File: src/source/divsqrt_cfg_pkg.sv
package divsqrt_cfg_pkg;

  // ----------------------------------------------------------------------
  // Datapath sizes
  // ----------------------------------------------------------------------

  // Operand and result word
  localparam int unsigned data_width = 32;

  // User tag that follows each operation through the unit
  localparam int unsigned tag_width = 4;

  // Counter has to reach data_width itself for a full-word divide
  localparam int unsigned iter_cnt_width = $clog2(data_width + 1);

  // ----------------------------------------------------------------------
  // Operand formats
  // ----------------------------------------------------------------------

  // Bit widths of the three supported formats
  localparam int unsigned fmt_width_w8  = 8;
  localparam int unsigned fmt_width_w16 = 16;
  localparam int unsigned fmt_width_w32 = 32;

endpackage
File: src/source/divsqrt_op_pkg.sv
package divsqrt_op_pkg;

  // Operation select
  typedef enum logic {
    op_div  = 1'b0,
    op_sqrt = 1'b1
  } op_e;

  // Operand format, code 2'b11 is illegal and runs as fmt_w32
  typedef enum logic [1:0] {
    fmt_w8  = 2'b00,
    fmt_w16 = 2'b01,
    fmt_w32 = 2'b10
  } fmt_e;

  // Item held by the input stage
  typedef struct packed {
    logic [divsqrt_cfg_pkg::data_width-1:0] operand_a;
    logic [divsqrt_cfg_pkg::data_width-1:0] operand_b;
    op_e                                    op;
    fmt_e                                   fmt;
    logic [divsqrt_cfg_pkg::tag_width-1:0]  tag;
  } in_payload_t;

  // Item held by the output stage
  typedef struct packed {
    logic [divsqrt_cfg_pkg::data_width-1:0] result;
    logic                                   div_zero;
    logic [divsqrt_cfg_pkg::tag_width-1:0]  tag;
  } out_payload_t;

  // Bit width of a format, unknown codes fall back to the full word
  function automatic logic [divsqrt_cfg_pkg::iter_cnt_width-1:0] fmt_width(fmt_e fmt);
    case (fmt)
      fmt_w8:  return divsqrt_cfg_pkg::iter_cnt_width'(divsqrt_cfg_pkg::fmt_width_w8);
      fmt_w16: return divsqrt_cfg_pkg::iter_cnt_width'(divsqrt_cfg_pkg::fmt_width_w16);
      default: return divsqrt_cfg_pkg::iter_cnt_width'(divsqrt_cfg_pkg::fmt_width_w32);
    endcase
  endfunction

  // Ones in the low fmt_width bits of the word
  function automatic logic [divsqrt_cfg_pkg::data_width-1:0] fmt_mask(fmt_e fmt);
    return {divsqrt_cfg_pkg::data_width{1'b1}}
           >> (divsqrt_cfg_pkg::data_width - fmt_width(fmt));
  endfunction

endpackage

File: src/source/divsqrt_unit.sv
`timescale 1ns/1ps

module divsqrt_unit (
  input  logic                                   clk_i,
  input  logic                                   rst_i,
  input  logic                                   flush_i,
  // Request
  input  logic [divsqrt_cfg_pkg::data_width-1:0] operand_a_i,
  input  logic [divsqrt_cfg_pkg::data_width-1:0] operand_b_i,
  input  divsqrt_op_pkg::op_e                    op_i,
  input  divsqrt_op_pkg::fmt_e                   fmt_i,
  input  logic [divsqrt_cfg_pkg::tag_width-1:0]  tag_i,
  input  logic                                   in_valid_i,
  output logic                                   in_ready_o,
  // Response
  output logic [divsqrt_cfg_pkg::data_width-1:0] result_o,
  output logic                                   div_zero_o,
  output logic [divsqrt_cfg_pkg::tag_width-1:0]  tag_o,
  output logic                                   out_valid_o,
  input  logic                                   out_ready_i,
  output logic                                   busy_o
);

  import divsqrt_cfg_pkg::*;
  import divsqrt_op_pkg::*;

  // Input stage to control
  in_payload_t               in_data;
  logic                      in_valid;
  logic                      in_ready;
  // Decode results
  logic [data_width-1:0]     masked_a;
  logic [data_width-1:0]     masked_b;
  logic [iter_cnt_width-1:0] fmt_bits;
  logic                      is_div;
  logic                      dec_div_zero;
  // Control to core and result module
  logic                      start_div;
  logic                      start_sqrt;
  logic                      op_start;
  logic                      hold_en;
  logic                      ctrl_busy;
  // Core status
  logic                      core_ready;
  logic                      core_done;
  logic [data_width-1:0]     core_result;
  // Result module to output stage
  logic [data_width-1:0]     res_result;
  logic                      res_div_zero;
  logic [tag_width-1:0]      res_tag;
  logic                      out_valid;
  logic                      out_ready;

  // ----------------------------------------------------------------------
  // Input side
  // ----------------------------------------------------------------------

  divsqrt_pipe_reg #(
    .payload_t ( in_payload_t )
  ) i_in_stage (
    .clk_i   ( clk_i                                           ),
    .rst_i   ( rst_i                                           ),
    .flush_i ( flush_i                                         ),
    .valid_i ( in_valid_i                                      ),
    .ready_o ( in_ready_o                                      ),
    .data_i  ( in_payload_t'{operand_a: operand_a_i, operand_b: operand_b_i,
                             op: op_i, fmt: fmt_i, tag: tag_i} ),
    .valid_o ( in_valid                                        ),
    .ready_i ( in_ready                                        ),
    .data_o  ( in_data                                         )
  );

  divsqrt_decode i_decode (
    .operand_a_i ( in_data.operand_a ),
    .operand_b_i ( in_data.operand_b ),
    .op_i        ( in_data.op        ),
    .fmt_i       ( in_data.fmt       ),
    .masked_a_o  ( masked_a          ),
    .masked_b_o  ( masked_b          ),
    .fmt_bits_o  ( fmt_bits          ),
    .is_div_o    ( is_div            ),
    .div_zero_o  ( dec_div_zero      )
  );

  // ----------------------------------------------------------------------
  // Control and core
  // ----------------------------------------------------------------------

  divsqrt_ctrl i_ctrl (
    .clk_i        ( clk_i       ),
    .rst_i        ( rst_i       ),
    .flush_i      ( flush_i     ),
    .in_valid_i   ( in_valid    ),
    .in_ready_o   ( in_ready    ),
    .is_div_i     ( is_div      ),
    .start_div_o  ( start_div   ),
    .start_sqrt_o ( start_sqrt  ),
    .core_ready_i ( core_ready  ),
    .core_done_i  ( core_done   ),
    .op_start_o   ( op_start    ),
    .hold_en_o    ( hold_en     ),
    .out_valid_o  ( out_valid   ),
    .out_ready_i  ( out_ready   ),
    .busy_o       ( ctrl_busy   )
  );

  divsqrt_iter_core i_core (
    .clk_i        ( clk_i       ),
    .rst_i        ( rst_i       ),
    .kill_i       ( flush_i     ),
    .start_div_i  ( start_div   ),
    .start_sqrt_i ( start_sqrt  ),
    .operand_a_i  ( masked_a    ),
    .operand_b_i  ( masked_b    ),
    .iter_count_i ( fmt_bits    ),
    .core_ready_o ( core_ready  ),
    .core_done_o  ( core_done   ),
    .result_o     ( core_result )
  );

  // ----------------------------------------------------------------------
  // Output side
  // ----------------------------------------------------------------------

  divsqrt_result i_result (
    .clk_i         ( clk_i        ),
    .rst_i         ( rst_i        ),
    .op_start_i    ( op_start     ),
    .hold_en_i     ( hold_en      ),
    .use_held_i    ( ctrl_busy    ),
    .core_done_i   ( core_done    ),
    .core_result_i ( core_result  ),
    .tag_i         ( in_data.tag  ),
    .fmt_i         ( in_data.fmt  ),
    .div_zero_i    ( dec_div_zero ),
    .result_o      ( res_result   ),
    .div_zero_o    ( res_div_zero ),
    .tag_o         ( res_tag      )
  );

  divsqrt_pipe_reg #(
    .payload_t ( out_payload_t )
  ) i_out_stage (
    .clk_i   ( clk_i                                                  ),
    .rst_i   ( rst_i                                                  ),
    .flush_i ( flush_i                                                ),
    .valid_i ( out_valid                                              ),
    .ready_o ( out_ready                                              ),
    .data_i  ( out_payload_t'{result: res_result, div_zero: res_div_zero,
                              tag: res_tag}                           ),
    .valid_o ( out_valid_o                                            ),
    .ready_i ( out_ready_i                                            ),
    .data_o  ( {result_o, div_zero_o, tag_o}                          )
  );

  // Anything held in either stage or the core keeps the unit busy
  assign busy_o = in_valid | ctrl_busy | out_valid_o;

endmodule

File: src/source/divsqrt_result.sv
`timescale 1ns/1ps

module divsqrt_result (
  input  logic                                   clk_i,
  input  logic                                   rst_i,
  input  logic                                   op_start_i,
  input  logic                                   hold_en_i,
  input  logic                                   use_held_i,
  input  logic                                   core_done_i,
  input  logic [divsqrt_cfg_pkg::data_width-1:0] core_result_i,
  input  logic [divsqrt_cfg_pkg::tag_width-1:0]  tag_i,
  input  divsqrt_op_pkg::fmt_e                   fmt_i,
  input  logic                                   div_zero_i,
  output logic [divsqrt_cfg_pkg::data_width-1:0] result_o,
  output logic                                   div_zero_o,
  output logic [divsqrt_cfg_pkg::tag_width-1:0]  tag_o
);

  import divsqrt_op_pkg::*;

  fmt_e                                   fmt_q;
  logic                                   div_zero_q;
  logic [divsqrt_cfg_pkg::tag_width-1:0]  tag_q;
  logic [divsqrt_cfg_pkg::data_width-1:0] held_q;
  logic [divsqrt_cfg_pkg::data_width-1:0] raw_result;

  // Side-band of the running operation, loaded when it starts
  always_ff @(posedge clk_i) begin
    if (rst_i) begin
      fmt_q      <= fmt_w32;
      div_zero_q <= 1'b0;
      tag_q      <= '0;
    end else if (op_start_i) begin
      fmt_q      <= fmt_i;
      div_zero_q <= div_zero_i;
      tag_q      <= tag_i;
    end
  end

  // Hold register for a result the output stage could not take
  always_ff @(posedge clk_i) begin
    if (hold_en_i) begin
      held_q <= core_result_i;
    end
  end

  // ----------------------------------------------------------------------
  // Output select
  // ----------------------------------------------------------------------

  // Core value is live only in its done cycle, otherwise show the held copy
  assign raw_result = (use_held_i && !core_done_i) ? held_q : core_result_i;

  // Divide by zero reads as all ones of the format
  assign result_o   = div_zero_q ? fmt_mask(fmt_q) : raw_result;
  assign div_zero_o = div_zero_q;
  assign tag_o      = tag_q;

  // Core only finishes while the control still counts the unit busy
  a_done_while_busy: assert property (
    @(posedge clk_i) disable iff (rst_i)
    core_done_i |-> use_held_i
  ) else $error("core done outside a busy control");

endmodule

File: src/source/divsqrt_iter_core.sv
`timescale 1ns/1ps

module divsqrt_iter_core (
  input  logic                                       clk_i,
  input  logic                                       rst_i,
  input  logic                                       kill_i,
  input  logic                                       start_div_i,
  input  logic                                       start_sqrt_i,
  input  logic [divsqrt_cfg_pkg::data_width-1:0]     operand_a_i,
  input  logic [divsqrt_cfg_pkg::data_width-1:0]     operand_b_i,
  input  logic [divsqrt_cfg_pkg::iter_cnt_width-1:0] iter_count_i,
  output logic                                       core_ready_o,
  output logic                                       core_done_o,
  output logic [divsqrt_cfg_pkg::data_width-1:0]     result_o
);

  import divsqrt_cfg_pkg::*;

  // Control state
  logic                      busy_q;
  logic                      is_sqrt_q;
  logic [iter_cnt_width-1:0] cnt_q;
  // Datapath registers
  logic [data_width-1:0]     rem_q;
  logic [data_width-1:0]     quo_q;
  logic [data_width-1:0]     src_q;
  logic [data_width-1:0]     dvs_q;
  // One step of the recurrence
  logic [data_width:0]       trial;
  logic [data_width:0]       subtrahend;
  logic [data_width:0]       diff;
  logic                      bit_set;
  logic [data_width-1:0]     rem_d;
  logic [data_width-1:0]     quo_d;
  logic [data_width-1:0]     src_d;
  // Start decode
  logic                      start;
  logic [iter_cnt_width-1:0] load_cnt;
  logic [iter_cnt_width-1:0] align;

  // ----------------------------------------------------------------------
  // Shared restoring step
  // ----------------------------------------------------------------------

  always_comb begin
    if (is_sqrt_q) begin
      // Bring down the next radicand bit pair, test against 4*root + 1
      trial      = {1'b0, rem_q[data_width-3:0], src_q[data_width-1 -: 2]};
      subtrahend = {1'b0, quo_q[data_width-3:0], 2'b01};
      src_d      = {src_q[data_width-3:0], 2'b00};
    end else begin
      // Bring down the next dividend bit, test against the divisor
      trial      = {rem_q, src_q[data_width-1]};
      subtrahend = {1'b0, dvs_q};
      src_d      = {src_q[data_width-2:0], 1'b0};
    end
    diff    = trial - subtrahend;
    bit_set = (trial >= subtrahend);
    // Restore on a failed trial, remainder always fits one word
    rem_d   = bit_set ? diff[data_width-1:0] : trial[data_width-1:0];
    quo_d   = {quo_q[data_width-2:0], bit_set};
  end

  // ----------------------------------------------------------------------
  // Sequencing
  // ----------------------------------------------------------------------

  assign start    = start_div_i | start_sqrt_i;
  // Square root retires two bits per step
  assign load_cnt = start_sqrt_i ? (iter_count_i >> 1) : iter_count_i;
  // Left-align the format so its MSB feeds the first step
  assign align    = iter_cnt_width'(data_width) - iter_count_i;

  always_ff @(posedge clk_i) begin
    if (rst_i || kill_i) begin
      busy_q    <= 1'b0;
      is_sqrt_q <= 1'b0;
      cnt_q     <= '0;
    end else if (start) begin
      busy_q    <= 1'b1;
      is_sqrt_q <= start_sqrt_i;
      cnt_q     <= load_cnt;
    end else if (busy_q) begin
      cnt_q <= cnt_q - 1'b1;
      if (cnt_q == iter_cnt_width'(1)) begin
        busy_q <= 1'b0;
      end
    end
  end

  always_ff @(posedge clk_i) begin
    if (start) begin
      rem_q <= '0;
      quo_q <= '0;
      src_q <= operand_a_i << align;
      dvs_q <= operand_b_i;
    end else if (busy_q) begin
      rem_q <= rem_d;
      quo_q <= quo_d;
      src_q <= src_d;
    end
  end

  // Last step is taken combinationally, so done lands count cycles after start
  assign core_done_o  = busy_q & (cnt_q == iter_cnt_width'(1)) & ~kill_i;
  // Ready again in the done cycle for back-to-back operation
  assign core_ready_o = ~busy_q | core_done_o;
  assign result_o     = quo_d;

  a_one_start: assert property (
    @(posedge clk_i) disable iff (rst_i)
    !(start_div_i && start_sqrt_i)
  ) else $error("divide and sqrt started together");

endmodule

File: src/source/divsqrt_ctrl.sv
`timescale 1ns/1ps

module divsqrt_ctrl (
  input  logic clk_i,
  input  logic rst_i,
  input  logic flush_i,
  // Input stage handshake
  input  logic in_valid_i,
  output logic in_ready_o,
  input  logic is_div_i,
  // Core interface
  output logic start_div_o,
  output logic start_sqrt_o,
  input  logic core_ready_i,
  input  logic core_done_i,
  // Result module strobes
  output logic op_start_o,
  output logic hold_en_o,
  // Output stage handshake
  output logic out_valid_o,
  input  logic out_ready_i,
  output logic busy_o
);

  typedef enum logic [1:0] {
    st_idle,
    st_busy,
    st_hold
  } state_e;

  state_e state_q;
  state_e state_d;
  logic   in_ready;
  logic   start;

  // ----------------------------------------------------------------------
  // Next state and handshakes
  // ----------------------------------------------------------------------

  always_comb begin
    state_d     = state_q;
    in_ready    = 1'b0;
    out_valid_o = 1'b0;
    hold_en_o   = 1'b0;
    busy_o      = 1'b0;

    unique case (state_q)
      // Nothing in the core
      st_idle: begin
        in_ready = 1'b1;
        if (in_valid_i) begin
          state_d = st_busy;
        end
      end
      // Core iterating
      st_busy: begin
        busy_o = 1'b1;
        if (core_done_i) begin
          out_valid_o = 1'b1;
          if (out_ready_i) begin
            // Result leaves now, next operation may start in this cycle
            in_ready = core_ready_i;
            state_d  = (in_valid_i && core_ready_i) ? st_busy : st_idle;
          end else begin
            // Downstream stalled, keep the result in the result module
            hold_en_o = 1'b1;
            state_d   = st_hold;
          end
        end
      end
      // Result parked, waiting for the output stage
      st_hold: begin
        busy_o      = 1'b1;
        out_valid_o = 1'b1;
        if (out_ready_i) begin
          in_ready = core_ready_i;
          state_d  = (in_valid_i && core_ready_i) ? st_busy : st_idle;
        end
      end
      default: state_d = st_idle;
    endcase

    // Flush drops everything in flight
    if (flush_i) begin
      out_valid_o = 1'b0;
      hold_en_o   = 1'b0;
      busy_o      = 1'b0;
      state_d     = st_idle;
    end
  end

  always_ff @(posedge clk_i) begin
    if (rst_i) begin
      state_q <= st_idle;
    end else begin
      state_q <= state_d;
    end
  end

  // ----------------------------------------------------------------------
  // Core start
  // ----------------------------------------------------------------------

  // Start coincides with the input transfer
  assign start        = in_valid_i & in_ready & ~flush_i;
  assign start_div_o  = start & is_div_i;
  assign start_sqrt_o = start & ~is_div_i;
  assign op_start_o   = start;
  assign in_ready_o   = in_ready;

  // Idle control implies an idle core, including after a kill
  a_start_core_ready: assert property (
    @(posedge clk_i) disable iff (rst_i)
    (start_div_o || start_sqrt_o) |-> core_ready_i
  ) else $error("core started while not ready");

endmodule

File: src/source/divsqrt_decode.sv
`timescale 1ns/1ps

module divsqrt_decode (
  input  logic [divsqrt_cfg_pkg::data_width-1:0]     operand_a_i,
  input  logic [divsqrt_cfg_pkg::data_width-1:0]     operand_b_i,
  input  divsqrt_op_pkg::op_e                        op_i,
  input  divsqrt_op_pkg::fmt_e                       fmt_i,
  output logic [divsqrt_cfg_pkg::data_width-1:0]     masked_a_o,
  output logic [divsqrt_cfg_pkg::data_width-1:0]     masked_b_o,
  output logic [divsqrt_cfg_pkg::iter_cnt_width-1:0] fmt_bits_o,
  output logic                                       is_div_o,
  output logic                                       div_zero_o
);

  import divsqrt_op_pkg::*;

  logic [divsqrt_cfg_pkg::data_width-1:0] mask;

  // ----------------------------------------------------------------------
  // Format mapping
  // ----------------------------------------------------------------------

  // Narrow formats sit in the low bits, upper bits are ignored
  assign mask       = fmt_mask(fmt_i);
  assign masked_a_o = operand_a_i & mask;
  assign masked_b_o = operand_b_i & mask;

  // Width of the format, the core derives its step count from it
  assign fmt_bits_o = fmt_width(fmt_i);

  // ----------------------------------------------------------------------
  // Operation class
  // ----------------------------------------------------------------------

  assign is_div_o = (op_i == op_div);

  // Zero divisor seen after masking, so high garbage does not hide it
  assign div_zero_o = is_div_o & ~|masked_b_o;

endmodule

File: src/source/divsqrt_pipe_reg.sv
`timescale 1ns/1ps

module divsqrt_pipe_reg #(
  parameter type payload_t = logic
) (
  input  logic     clk_i,
  input  logic     rst_i,
  input  logic     flush_i,
  // Upstream side
  input  logic     valid_i,
  output logic     ready_o,
  input  payload_t data_i,
  // Downstream side
  output logic     valid_o,
  input  logic     ready_i,
  output payload_t data_o
);

  logic     valid_q;
  payload_t data_q;

  // Advance when downstream takes the item or the slot only holds a bubble
  assign ready_o = ready_i | ~valid_q;

  // Valid flag, flush wins over any incoming item
  always_ff @(posedge clk_i) begin
    if (rst_i || flush_i) begin
      valid_q <= 1'b0;
    end else if (ready_o) begin
      valid_q <= valid_i;
    end
  end

  // Payload only moves on a real transfer
  always_ff @(posedge clk_i) begin
    if (valid_i && ready_o) begin
      data_q <= data_i;
    end
  end

  assign valid_o = valid_q;
  assign data_o  = data_q;

  // Stalled item must stay put until taken, unless flushed
  a_stall_stable: assert property (
    @(posedge clk_i) disable iff (rst_i)
    (valid_o && !ready_i && !flush_i) |=> (valid_o && $stable(data_o))
  ) else $error("pipe stage changed a stalled item");

endmodule

File: config.mk
export PLATFORM = sky130hd
export DESIGN_NAME = divsqrt_unit
export DESIGN_NICKNAME = d
export VERILOG_FILES = /design/src/source/divsqrt_cfg_pkg.sv /design/src/source/divsqrt_op_pkg.sv /design/src/source/divsqrt_unit.sv /design/src/source/divsqrt_result.sv /design/src/source/divsqrt_iter_core.sv /design/src/source/divsqrt_ctrl.sv /design/src/source/divsqrt_decode.sv /design/src/source/divsqrt_pipe_reg.sv
export SDC_FILE = /design/constraint.sdc
export NUM_CORES = 1
export LEC_CHECK = 0
export ABC_AREA = 1
export ABC_CLOCK_PERIOD_IN_PS = 5100
export BUFFER_PORTS_ARGS = -buffer_cell sky130_fd_sc_hd__buf_2
export CORE_MARGIN = 1.5
export CORE_UTILIZATION = 50
export CTS_BUF_LIST = sky130_fd_sc_hd__clkbuf_8
export DETAILED_ROUTE_END_ITERATION = 16
export HOLD_SLACK_MARGIN = 0.05
export PLACE_DENSITY = 0.77
export RECOVER_POWER = 50
export REMOVE_ABC_BUFFERS = 1
export SLEW_MARGIN = 20
export SYNTH_ARGS = -nofsm -noshare
export SYNTH_HDL_FRONTEND = slang
export SYNTH_HIERARCHICAL = 1
export SYNTH_SLANG_ARGS = --single-unit
export TNS_END_PERCENT = 50
File: constraint.sdc
create_clock -name clk_i -period 5.1 [get_ports clk_i]
set_clock_uncertainty 0.05 [all_clocks]
set_input_delay 0.255 -clock clk_i [delete_from_list [all_inputs] [get_ports clk_i]]
set_output_delay 0.255 -clock clk_i [all_outputs]
set_load 0.02 [all_outputs]
Yosys cells after proc, flatten, opt, wreduce, memory -nomap -nowiden

Cells that the tools add are included.

Bits in registers: 286
Bits in latches: 0
Bits in writable memories: 0
Bits in read-only memories: 0
Bits of input ports: 76
Output and inout port bits: 40
Logic and storage cells: 108
Memories kept: 0

$add $sub $neg: 5
$mul: 0
Div/mod/pow operators: 0
Order comparisons: 1
Eq/ne operators: 8
Shift operators: 3
Multiplexer cells: 34
Bitwise operators: 20
Reduce and logical (&&, ||, !) cells: 15

Operator list:

| kind                                               | number |
|---|---|
| two-way mux 32 bit                                 | 7 |
| bitwise AND 32 bit                                 | 2 |
| >> shifter 32 x 32 -> 32 bit, first input constant | 2 |
| greater-or-equal comparator 33 x 32 -> 1 bit       | 1 |
| two-way mux 33 bit                                 | 1 |
| OR reduction 32 bit                                | 1 |
| << shifter 32 x 6 -> 32 bit                        | 1 |
| subtractor 32 bit                                  | 1 |
| case mux 6 bit (2 select lines)                    | 2 |
| two-way mux 6 bit                                  | 3 |
| two-way mux 1 bit                                  | 14 |
| subtractor 6 x 6 -> 7 bit, first input constant    | 2 |
| two-way mux 2 bit                                  | 4 |
| bitwise AND 1 bit                                  | 7 |
| == test 2 x 1 -> 1 bit, second input constant      | 3 |
| == test 6 x 1 -> 1 bit, second input constant      | 1 |
| logical NOT 2 bit                                  | 3 |
| OR 1 bit                                           | 6 |
| case mux 2 bit (3 select lines)                    | 1 |
| subtractor 6 x 1 -> 6 bit, second input constant   | 1 |
| subtractor 6 bit, first input constant             | 1 |
| NOT 1 bit                                          | 5 |
| logical AND 1 bit                                  | 4 |
| != test 2 x 1 -> 1 bit, second input constant      | 2 |
| 9 further kinds                                    | 11 |

Depth between registers and ports, before layout

Gate-level depths: netlist (run 1).

Depth in word-level cells: 12
Gate-level depth with buffers: 23
Mapped depth without buffers: 19

Cells and area by module

The synthesis (run 1) kept the hierarchy.

Modules (own cells, without submodules):

| module                         | instances | cells each | area each (um^2) | seq. area each (um^2) |
|---|---|---|---|---|
| divsqrt_iter_core              | 1         | 1593       | 10063.4          | 3343.2 |
| divsqrt_pipe_reg (i_in_stage)  | 1         | 80         | 2190.9           | 2152.1 |
| divsqrt_result                 | 1         | 279        | 2155.8           | 1101.1 |
| divsqrt_pipe_reg (i_out_stage) | 1         | 46         | 1169.9           | 1131.1 |
| divsqrt_decode                 | 1         | 175        | 728.2            | 0.0 |
| divsqrt_ctrl                   | 1         | 48         | 274.0            | 40.0 |
| divsqrt_unit                   | 1         | 3          | 11.3             | 0.0 |

Worst setup path before layout (run 1)

Ideal clock, no wire load.

Path kind: register to register
Start point: register i_core.cnt_q[1]
End point: register i_in_stage.data_q (netlist bit i_in_stage/data_o[0]), enable pin
Setup time: 0.523 ns
Arrival time: 4.781 ns
Required time: 4.527 ns
Setup slack: -0.255 ns
Stages on the path, launching flop included: 10
Path buffers: 0
Clock period less this slack: 5.355 ns
Cells stage by stage: dfxtp_1 inv_1 ha_1 nand4_1 nor3_1 a21oi_1 o21ai_1 and2_1 inv_2 a21oi_1

Word-level cells in the longest chain between the ends: 9

Ends and longest elaborated chain:

| item                                | RTL line                               | text |
|---|---|---|
| start: declaration                  | divsqrt_iter_core.sv:22                | `logic [iter_cnt_width-1:0] cnt_q;` |
| start signal: assignment            | divsqrt_iter_core.sv:82                | `cnt_q <= load_cnt;` |
| start signal: assignment            | divsqrt_iter_core.sv:84                | `cnt_q <= cnt_q - 1'b1;` |
| == test 6 x 1 -> 1 bit (*)          | divsqrt_iter_core.sv:105               | `assign core_done_o = busy_q & (cnt_q == iter_cnt_width'(1)) & ~kill_i;` |
| bitwise AND 1 bit (*) (2 in a row)  | divsqrt_iter_core.sv:105               |  |
| named net core_done                 | divsqrt_unit.sv:45                     | `logic core_done;` |
| OR 1 bit                            | divsqrt_iter_core.sv:107               | `assign core_ready_o = ~busy_q \| core_done_o;` |
| two-way mux 1 bit                   | divsqrt_ctrl.sv:60, divsqrt_ctrl.sv:75 |  |
| two-way mux 1 bit                   | divsqrt_ctrl.sv:58                     | `if (core_done_i) begin` |
| case mux 1 bit (3 select lines) (*) | divsqrt_ctrl.sv:47                     | `unique case (state_q)` |
| named net in_ready                  | divsqrt_unit.sv:30                     | `logic in_ready;` |
| OR 1 bit (*)                        | divsqrt_pipe_reg.sv:23                 | `assign ready_o = ready_i \| ~valid_q;` |
| logical AND 1 bit (*)               | divsqrt_pipe_reg.sv:36                 | `if (valid_i && ready_o) begin` |
| end signal: assignment              | divsqrt_pipe_reg.sv:37                 | `data_q <= data_i;` |
| end: declaration                    | divsqrt_pipe_reg.sv:20                 | `payload_t data_q;` |

The timed path passes the listed nets; every way through them passes the cells marked *.
A chain may end at the register's enable or synchronous reset.

Final worst setup path (run 1)

Start point: register i_core.cnt_q[1]
End point: register i_core.src_q[31], data pin

Word-level cells in the longest chain between the ends: 12
Elaborated cells between the ends (all ways): 13
Classes of those cells: 1 x eq/ne; 4 x mux; 8 x bitwise

Ends and longest elaborated chain:

| item                                | RTL line                               | text |
|---|---|---|
| == test 6 x 1 -> 1 bit (*)          | divsqrt_iter_core.sv:105               |  |
| bitwise AND 1 bit (*) (2 in a row)  | divsqrt_iter_core.sv:105               |  |
| named net core_done                 | divsqrt_unit.sv:45                     |  |
| OR 1 bit                            | divsqrt_iter_core.sv:107               |  |
| two-way mux 1 bit                   | divsqrt_ctrl.sv:60, divsqrt_ctrl.sv:75 |  |
| two-way mux 1 bit                   | divsqrt_ctrl.sv:58                     |  |
| case mux 1 bit (3 select lines) (*) | divsqrt_ctrl.sv:47                     |  |
| bitwise AND 1 bit (*) (2 in a row)  | divsqrt_ctrl.sv:105                    | `assign start = in_valid_i & in_ready & ~flush_i;` |
| bitwise AND 1 bit (*)               | divsqrt_ctrl.sv:107                    | `assign start_sqrt_o = start & ~is_div_i;` |
| named net start_sqrt                | divsqrt_unit.sv:39                     | `logic start_sqrt;` |
| OR 1 bit (*)                        | divsqrt_iter_core.sv:68                | `assign start = start_div_i \| start_sqrt_i;` |
| named net i_core.start              | divsqrt_iter_core.sv:37                | `logic start;` |
| two-way mux 32 bit (*)              | divsqrt_iter_core.sv:92                | `if (start) begin` |
| end signal: assignment              | divsqrt_iter_core.sv:95                | `src_q <= operand_a_i << align;` |
| end signal: assignment              | divsqrt_iter_core.sv:100               | `src_q <= src_d;` |
| end: declaration                    | divsqrt_iter_core.sv:26                | `logic [data_width-1:0] src_q;` |

Marks and branches as above.

==> results of run 1 <==
[cell type report]
class | count | share of cell area
clock inverter | 36 | 0.01071
inverter | 375 | 0.07391
multi-input combinational | 1475 | 0.3661
timing repair buffer | 209 | 0.07404
sequential | 286 | 0.4079
tap | 442 | 0.02904
clock buffer | 53 | 0.03830
[cell usage after synthesis (all sizes together), types with 3 or more instances]
master	n
nand2	770
a221oi	3
o211ai	11
o22ai	36
inv	372
clkbuf	42
a31oi	3
xor2	18
a22oi	23
o21ai	140
nor2	143
ha	43
edfxtp	204
dfxtp	82
nand3	191
clkinv	3
buf	48
nor3	5
or2	13
nand4	13
and2	3
a21oi	44
[cells by family after synthesis]
kind of cell             synth area share
adder cells (fa/ha/maj)           0.03363
flip-flops                         0.4681
buffers and inverters              0.1120
AO/OA/AOI/OAI                     0.09116
multiplexers                    0.0006033
other                           0.0002260
XOR/XNOR                          0.01093
AND/OR/NAND/NOR                    0.2833
[sequential cells by signal (all words and copies together) (netlist names)]
name / count
i_core/is_sqrt_q: 1
i_out_stage/valid_o: 1
i_core/busy_q: 1
i_result/fmt_q: 2
i_ctrl/state_q: 2
i_core/quo_q: 31
i_result/div_zero_o: 1
i_out_stage/data_o: 37
i_in_stage/valid_o: 1
i_core/cnt_q: 6
i_in_stage/data_o: 71
i_core/src_q: 32
i_result/tag_o: 4
i_result/held_q: 32
i_core/rem_q: 32
i_core/dvs_q: 32
[how the worst max path moves through the flow]
stage,startpoint,endpoint,depth (start not counted)
final,i_core/cnt_q[1],i_core/src_q[31],14
after global routing,i_core/cnt_q[1],i_core/src_q[17],17
after CTS,i_core/cnt_q[1],i_core/src_q[17],17
after detailed placement,i_core/cnt_q[1],i_core/src_q[17],17
after global placement,i_core/cnt_q[1],i_core/src_q[17],17
after floorplan,i_core/cnt_q[1],i_core/cnt_q[0],14
[what timing repair did]
item                                   4_1_cts  5_1_grt
resized for setup                            0        0
hold buffers                                77        0
endpoints found under the hold margin       84        0
[worst max-delay path, cell delays in order, from the launching register on]
cell and delay [ns]:
dfxtp_1 0.31, inv_1 0.09, ha_1 0.14, nand4_1 0.13, nor3_1 0.31, a21oi_1 0.16
o21ai_0 0.21, nand3_1 0.15, nor2_1 0.28, inv_1 0.15, nand2_2 0.47, nand2_1 0.15
nor2_1 0.86, nand3_1 0.22, nand3_1 0.15
[routing by layer]
metal / vias to the layer above / track usage / part of all wire / routed length (um)
met5: - / 0 / 0 / 0
met4: 0 / 0.06992 / 0.019 / 856
met3: 62 / 0.03382 / 0.058 / 2602
met2: 553 / 0.4635 / 0.49 / 21860
met1: 6807 / 0.3362 / 0.44 / 19560
li1: 7458 / - / - / -
[power breakdown]
| part | total (mW) | leakage, nW | internal [mW] | switching (mW) |
|---|---|---|---|---|
| clock | 1.99 | 0.541 | 1.02 | 0.967 |
| combinational | 0.748 | 5.97 | 0.257 | 0.490 |
| sequential | 2.64 | 2.58 | 2.59 | 0.0510 |
==> qor.log, run 1 <==
qor: clock_network.cts_max_level 2
qor: die.design.die.area 0.03429 mm^2
qor: yosys.synth.yosys.warnings 6
qor: global_route.grt_start_max_net_pins 101
qor: clock_network.worstSkewPairLatency 0.61 ns
qor: cells_and_area.syn2layout_area_growth 14.78%
qor: clock_network.clock_sink_count 286
qor: cells_and_area.antennaDiodeCount 0
qor: sta.pnr_worst_setup_slack 1.112 ns
qor: global_route.global_route.usage.total 0.2618
qor: sta.final-max-slew-violation-count 68
qor: yosys.avgSynthCellArea 7.461 um^2
qor: yosys.asyncSetResetFlopFracSynth 0
qor: placement.postPlaceCellArea 0.01745 mm^2
qor: sta.min_period_over_period 0.7820
qor: drt.ant_nets 0
qor: power_and_ir_drop.post-layout-total-power 5.380 mW
qor: worst_setup_path.critPathRequiredTime 5.50 ns
qor: worst_setup_path.cp-start-kind flop
qor: cells_and_area.top_library_cells_by_usage_in_the_layout_fill_and_taps_aside 761 x nand2_1, 381 x inv_1, 204 x edfxtp_1
qor: sta.max_freq 250.7 MHz
qor: die.ios 116
qor: die.placeableCoreArea 0.03262 mm^2
qor: placement.dpl.cell_count 2709
qor: yosys.netlist-cell-type-count 51
qor: cells_and_area.final.fill_count 2995
qor: clock_network.clk_root_buffer_cell clkbuf_8
qor: run_status.run_status finished with violations
qor: hold_path.hold_class in2reg
qor: worst_setup_path.worstRegToRegCells 14
qor: cells_and_area.layout-drive-gt1-share 0.07765
qor: drt.post-route-drc-count 0
qor: global_route.grt_antenna_before_repair 0
qor: clock_network.cts_tree built
qor: die.fp.dieH 185.2 um
qor: cells_and_area.postLayoutCoreUtil 0.5839
qor: sta.tightest_slew 1.815 ns
qor: yosys.netlist_area 0.01659 mm^2
qor: drt.vias 14880
qor: hold_path.worstHoldPathCells 2
qor: sta.setup-tns-final 0 ns
qor: worst_setup_path.critPathArrivalTime 4.39 ns
qor: placement.io_buffers 115
qor: die.floorplan.rows 66
qor: sta.final_setup_violating_endpoints 0
qor: clock_network.cts_buffer_depth 3
qor: cells_and_area.multi_input_area 0.006973 mm^2
qor: yosys.synth-edff-count 204
qor: sta.whs 0.3058 ns
qor: placement.pre_cts_ws 1.243 ns
qor: yosys.synth_top_area_cell edfxtp_1
qor: clock_network.postCtsSetupBuffers 0
qor: cells_and_area.register_area 0.007769 mm^2
qor: drt.drt-initial-drc-count 1530
qor: global_route.grt_overflow_total 0
qor: power_and_ir_drop.peakVddDrop 0.2104 mV
qor: drt.wl_per_cell 15.61 um
qor: drt.firstDrtPassIters 7
qor: clock_network.cts_made_buffers 48
qor: drt.drt-vias-per-instance 5.174
qor: cells_and_area.design.final.nets 2515
qor: yosys.synthDominantCellAreaShare 0.3692
qor: job.maxCapViolCount 2
qor: worst_setup_path.critical_path.endpoint_type flop
qor: drt.drt-total-wl 44890 um
qor: power_and_ir_drop.power.static_leakage 9.086 nW
qor: global_route.vias_in_the_first_global_route 14079
qor: sta.post-route-min-period 3.988 ns
qor: cells_and_area.filler_free_cell_count_of_the_finished_design 2876
qor: hold_path.worst_hold_path.endpoint i_in_stage/data_o[2]
qor: yosys.yosys-top-cells-area edfxtp_1 37%, nand2_1 17%, dfxtp_1 9.9%
qor: worst_setup_path.regToRegStartpoint i_core/cnt_q[1]
qor: worst_setup_path.critical_path.max_fanout 24
qor: sta.final_hold_viol_count 0
qor: global_route.grt_first_pass_wirelength 70840 um
qor: placement.gp_weighted_congestion 0.9603
qor: worst_setup_path.crit_type reg2reg
qor: worst_setup_path.crit-reg2reg-capture i_core/src_q[31]
qor: clock_network.clk_pin_slew_worst_paths 0.07 ns
qor: hold_path.min-delay-start tag_i[2]
qor: worst_setup_path.ff2ff_setup_slack 1.11 ns
qor: run_status.failed_checks max-capacitance violations, max-slew violations
qor: die.floorplan.initialDensity 0.5087
qor: sta.max_slew_margin -0.2098
qor: placement.dpl_hpwl 31230 um
qor: cells_and_area.final_common_cell nand2_1
qor: die.die_width 185.2 um
qor: power_and_ir_drop.power-per-cell-area 282.5 mW/mm^2
qor: yosys.dominantRegCellSynth edfxtp_1
qor: yosys.synthesis.instances 2224
qor: yosys.synth.ff_latch_count 286
qor: sta.grt_setup_unrepaired no
qor: cells_and_area.final_standard_cell_area_without_fillers 0.01905 mm^2
qor: yosys.seq_area_frac_synth 0.4681
No activity file was read; power rests on OpenSTA's default activity.
==> inputs of run 2 (changes only) <==
ABC_AREA = 0   (was 1)
ABC_CLOCK_PERIOD_IN_PS = 4200   (was 5100)
PLACE_DENSITY = 0.74   (was 0.77)
clock period = 4.2 ns   (was 5.1 ns; I/O delays follow)
==> qor.log, run 2 <==
qor: worst_setup_path.critPathRequiredTime 4.56 ns
qor: worst_setup_path.worstRegToRegCells 12
qor: worst_setup_path.timing.critical_path.cells buf_12 -> mux2_2 -> ha_1 -> o21a_1 -> o31a_1 -> o221a_2 -> o21ai_2 -> a211oi_1 -> o32a_2 -> buf_4 -> mux2i_1 -> a21oi_1
qor: cells_and_area.top_library_cells_by_usage_in_the_layout_fill_and_taps_aside 204 x edfxtp_1, 152 x mux2i_1, 120 x o21ai_0
qor: run_status.run_status finished with violations
qor: worst_setup_path.critical_path.endpoint_type flop
qor: clock_network.cts_tree built
qor: die.die_width 178.8 um
qor: placement.postPlaceCellArea 0.01637 mm^2
qor: cells_and_area.final_common_cell edfxtp_1
qor: worst_setup_path.critPathArrivalTime 4.18 ns
qor: run_status.failed_checks max-capacitance violations, max-slew violations
qor: yosys.most_common_cell_in_the_netlist edfxtp_1
qor: hold_path.worst_hold_path.endpoint i_ctrl/state_q[1]
qor: yosys.dominantRegCellSynth edfxtp_1
qor: power_and_ir_drop.switching_share 0.2769
qor: yosys.asyncSetResetFlopFracSynth 0
qor: clock_network.holdBufCountCts 76
qor: cells_and_area.final_standard_cell_area_without_fillers 0.01799 mm^2
qor: drt.ant_nets 0
qor: clock_network.worstSkewPairLatency 0.58 ns
qor: yosys.netlist-cell-type-count 79
qor: die.floorplan.initialDensity 0.5066
qor: drt.post-route-drc-count 0
qor: drt.firstDrtPassIters 5
qor: worst_setup_path.cp-start-kind flop
qor: cells_and_area.postLayoutCoreUtil 0.5895
qor: hold_path.min-delay-start out_ready_i
qor: power_and_ir_drop.p_int 5.070 mW
qor: placement.gp_weighted_congestion 0.9207
qor: global_route.grt_antenna_before_repair 0
qor: die.design.die.area 0.03197 mm^2
qor: die.ios 116
qor: yosys.synth_top_area_cell edfxtp_1
qor: clock_network.cts_max_level 2
qor: cells_and_area.design.final.nets 1737
qor: drt.drt-total-wl 35910 um
qor: global_route.global_route.usage.total 0.2268
qor: die.floorplan.rows 64
qor: sta.final_hold_viol_count 0
qor: worst_setup_path.critical_path.max_fanout 43
qor: clock_network.clock_sink_count 286
qor: sta.final-max-slew-violation-count 139
qor: worst_setup_path.crit_type reg2reg
qor: cells_and_area.final.fill_count 2514
qor: hold_path.worstHoldPathCells 5
qor: worst_setup_path.ff2ff_setup_slack 0.38 ns
qor: yosys.yosys-top-cells-area edfxtp_1 40%, dfxtp_1 11%, mux2i_1 9.8%
qor: job.maxCapViolCount 4
qor: clock_network.cts_made_buffers 48
qor: clock_network.cts_buffer_depth 3
qor: sta.max_freq 261.7 MHz
qor: hold_path.hold_class in2reg
qor: global_route.grt_overflow_total 0
qor: power_and_ir_drop.power.clock.fraction 0.347
qor: cells_and_area.register_area 0.007775 mm^2
qor: global_route.vias_in_the_first_global_route 11575
qor: drt.wl_per_cell 17.50 um
qor: sta.final_setup_violating_endpoints 0
qor: power_and_ir_drop.power.static_leakage 6.678 nW
qor: clock_network.clk_root_buffer_cell clkbuf_8
qor: sta.tightest_slew 1.989 ns
qor: power_and_ir_drop.total_switching_power 1.942 mW
qor: drt.drt-vias-per-instance 5.648
qor: placement.dpl_hpwl 24050 um
qor: yosys.synthDominantCellAreaShare 0.3964
qor: placement.io_buffers 115
qor: drt.drt-initial-drc-count 835
qor: yosys.netlist_area 0.01545 mm^2
qor: worst_setup_path.worst_path_largest_cell_delay 0.62 ns
qor: global_route.grt_start_max_net_pins 84
qor: sta.max_slew_margin -0.3259
qor: worst_setup_path.regToRegStartpoint i_core/is_sqrt_q
qor: yosys.synthesis.instances 1428
qor: yosys.synth.yosys.warnings 6
qor: worst_setup_path.slowest_stage o32a_2
qor: yosys.synth-edff-count 204
qor: die.placeableCoreArea 0.03051 mm^2
qor: cells_and_area.layout-drive-gt1-share 0.1431
qor: yosys.avgSynthCellArea 10.82 um^2
qor: cells_and_area.largest_register_ff_count 71
qor: cells_and_area.syn2layout_area_growth 16.38%
qor: cells_and_area.antennaDiodeCount 0
qor: sta.post-route-min-period 3.821 ns
qor: die.fp.dieH 178.8 um
qor: clock_network.postCtsSetupBuffers 0
qor: global_route.grt_first_pass_wirelength 57900 um
qor: yosys.seq_area_frac_synth 0.5026
qor: cells_and_area.multi_input_area 0.007093 mm^2
qor: sta.min_period_over_period 0.9098
qor: clock_network.postCtsResizedCells 0
qor: clock_network.clk_pin_slew_worst_paths 0.06 ns
qor: power_and_ir_drop.seq_power_share 0.474
qor: worst_setup_path.crit-reg2reg-capture i_core/rem_q[19]
qor: sta.grt_setup_unrepaired no
qor: power_and_ir_drop.p_comb_frac 0.179
qor: power_and_ir_drop.power-per-cell-area 389.8 mW/mm^2
qor: yosys.synth.top_cells.by_count 204 x edfxtp_1, 152 x mux2i_1, 108 x o21ai_0
qor: yosys.synth.ff_latch_count 286
qor: power_and_ir_drop.peakVddDrop 0.2568 mV
qor: drt.vias 11589
## run 2: cell types whose count changed after synthesis, moves of 35 or more
cell and change:
and2_1 +35, inv_1 -336, mux2_2 +36, mux2i_1 +151, nand2_1 -661, nand3_1 -171
nor2_1 -53, nor2b_1 +50, nor3_1 +55
## run 2: kinds of logic (layout without fill, tap and decap cells)
logic type / Yosys count / after routing / synth area share
and+or+nand+nor: 417 / 417 / 0.1384
xor gates and xnor gates: 32 / 32 / 0.01813
buffers and inverters: 120 / 346 / 0.03854
muxes: 194 / 194 / 0.1334
AOI/OAI and AO/OA: 334 / 334 / 0.1326
adders and majority gates: 44 / 44 / 0.03611
other: 1 / 3 / 0.0002426
DFF: 286 / 286 / 0.5026
## run 2: worst max-delay path by stage
stage                                  end              from
after floorplan            i_core/rem_q[2]  i_core/is_sqrt_q
after global placement    i_core/rem_q[19]  i_core/is_sqrt_q
after detailed placement  i_core/rem_q[18]  i_core/is_sqrt_q
after CTS                 i_core/rem_q[18]  i_core/is_sqrt_q
after global routing      i_core/src_q[17]   i_core/cnt_q[1]
final                     i_core/rem_q[19]  i_core/is_sqrt_q
## run 2: through the flow
step | power [mW] | worst slack, ns | hold WS (ns) | cells | TNS, ns
floorplan | 4.226 | -2.334 | 0.2246 | 1340 | -320.19
detailed placement | 4.559 | 0.4148 | 0.3381 | 1887 | 0
global route | 7.354 | 0.04379 | 0.1581 | 2052 | 0
CTS | 7.053 | 0.3726 | 0.1145 | 2052 | 0
finish | 7.011 | 0.3786 | 0.1569 | 2052 | 0
global placement | 4.532 | 0.4914 | 0.3359 | 1887 | 0
## run 2: layout make-up
type / instances / share of cell area
tap: 396 / 0.02755
clock inverter: 31 / 0.009322
multi-input combinational: 1024 / 0.3944
sequential: 286 / 0.4323
inverter: 30 / 0.006261
timing repair buffer: 227 / 0.08584
clock buffer: 58 / 0.04438
## run 2: routing by layer
layer,part of all wire,vias to the layer above,GRT usage,wire length [um]
met4,0.023,0,0.07326,833
met3,0.045,72,0.03456,1601
met1,0.44,5533,0.2843,15740
li1,-,5679,-,-
met2,0.49,305,0.3995,17740
met5,0,-,0,0
## run 2: worst max-delay path: cells and delay by family, from the launching register on
| kind | cells | cell delay, ns |
|---|---|---|
| AOI/OAI and AO/OA | 7 | 1.61 |
| muxes | 2 | 0.60 |
| buffers and inverters | 2 | 0.59 |
| adders and majority gates | 1 | 0.39 |
| DFF | 1 | 0.38 |
## run 2: power groups by stage
stage	registers [mW]	clock network (mW)	logic, mW
after detailed placement	3.38	0	1.18
final	3.33	2.43	1.25
after global placement	3.38	0	1.16
after CTS	3.32	2.49	1.24
after global routing	3.34	2.61	1.40
after floorplan	3.34	0	0.887
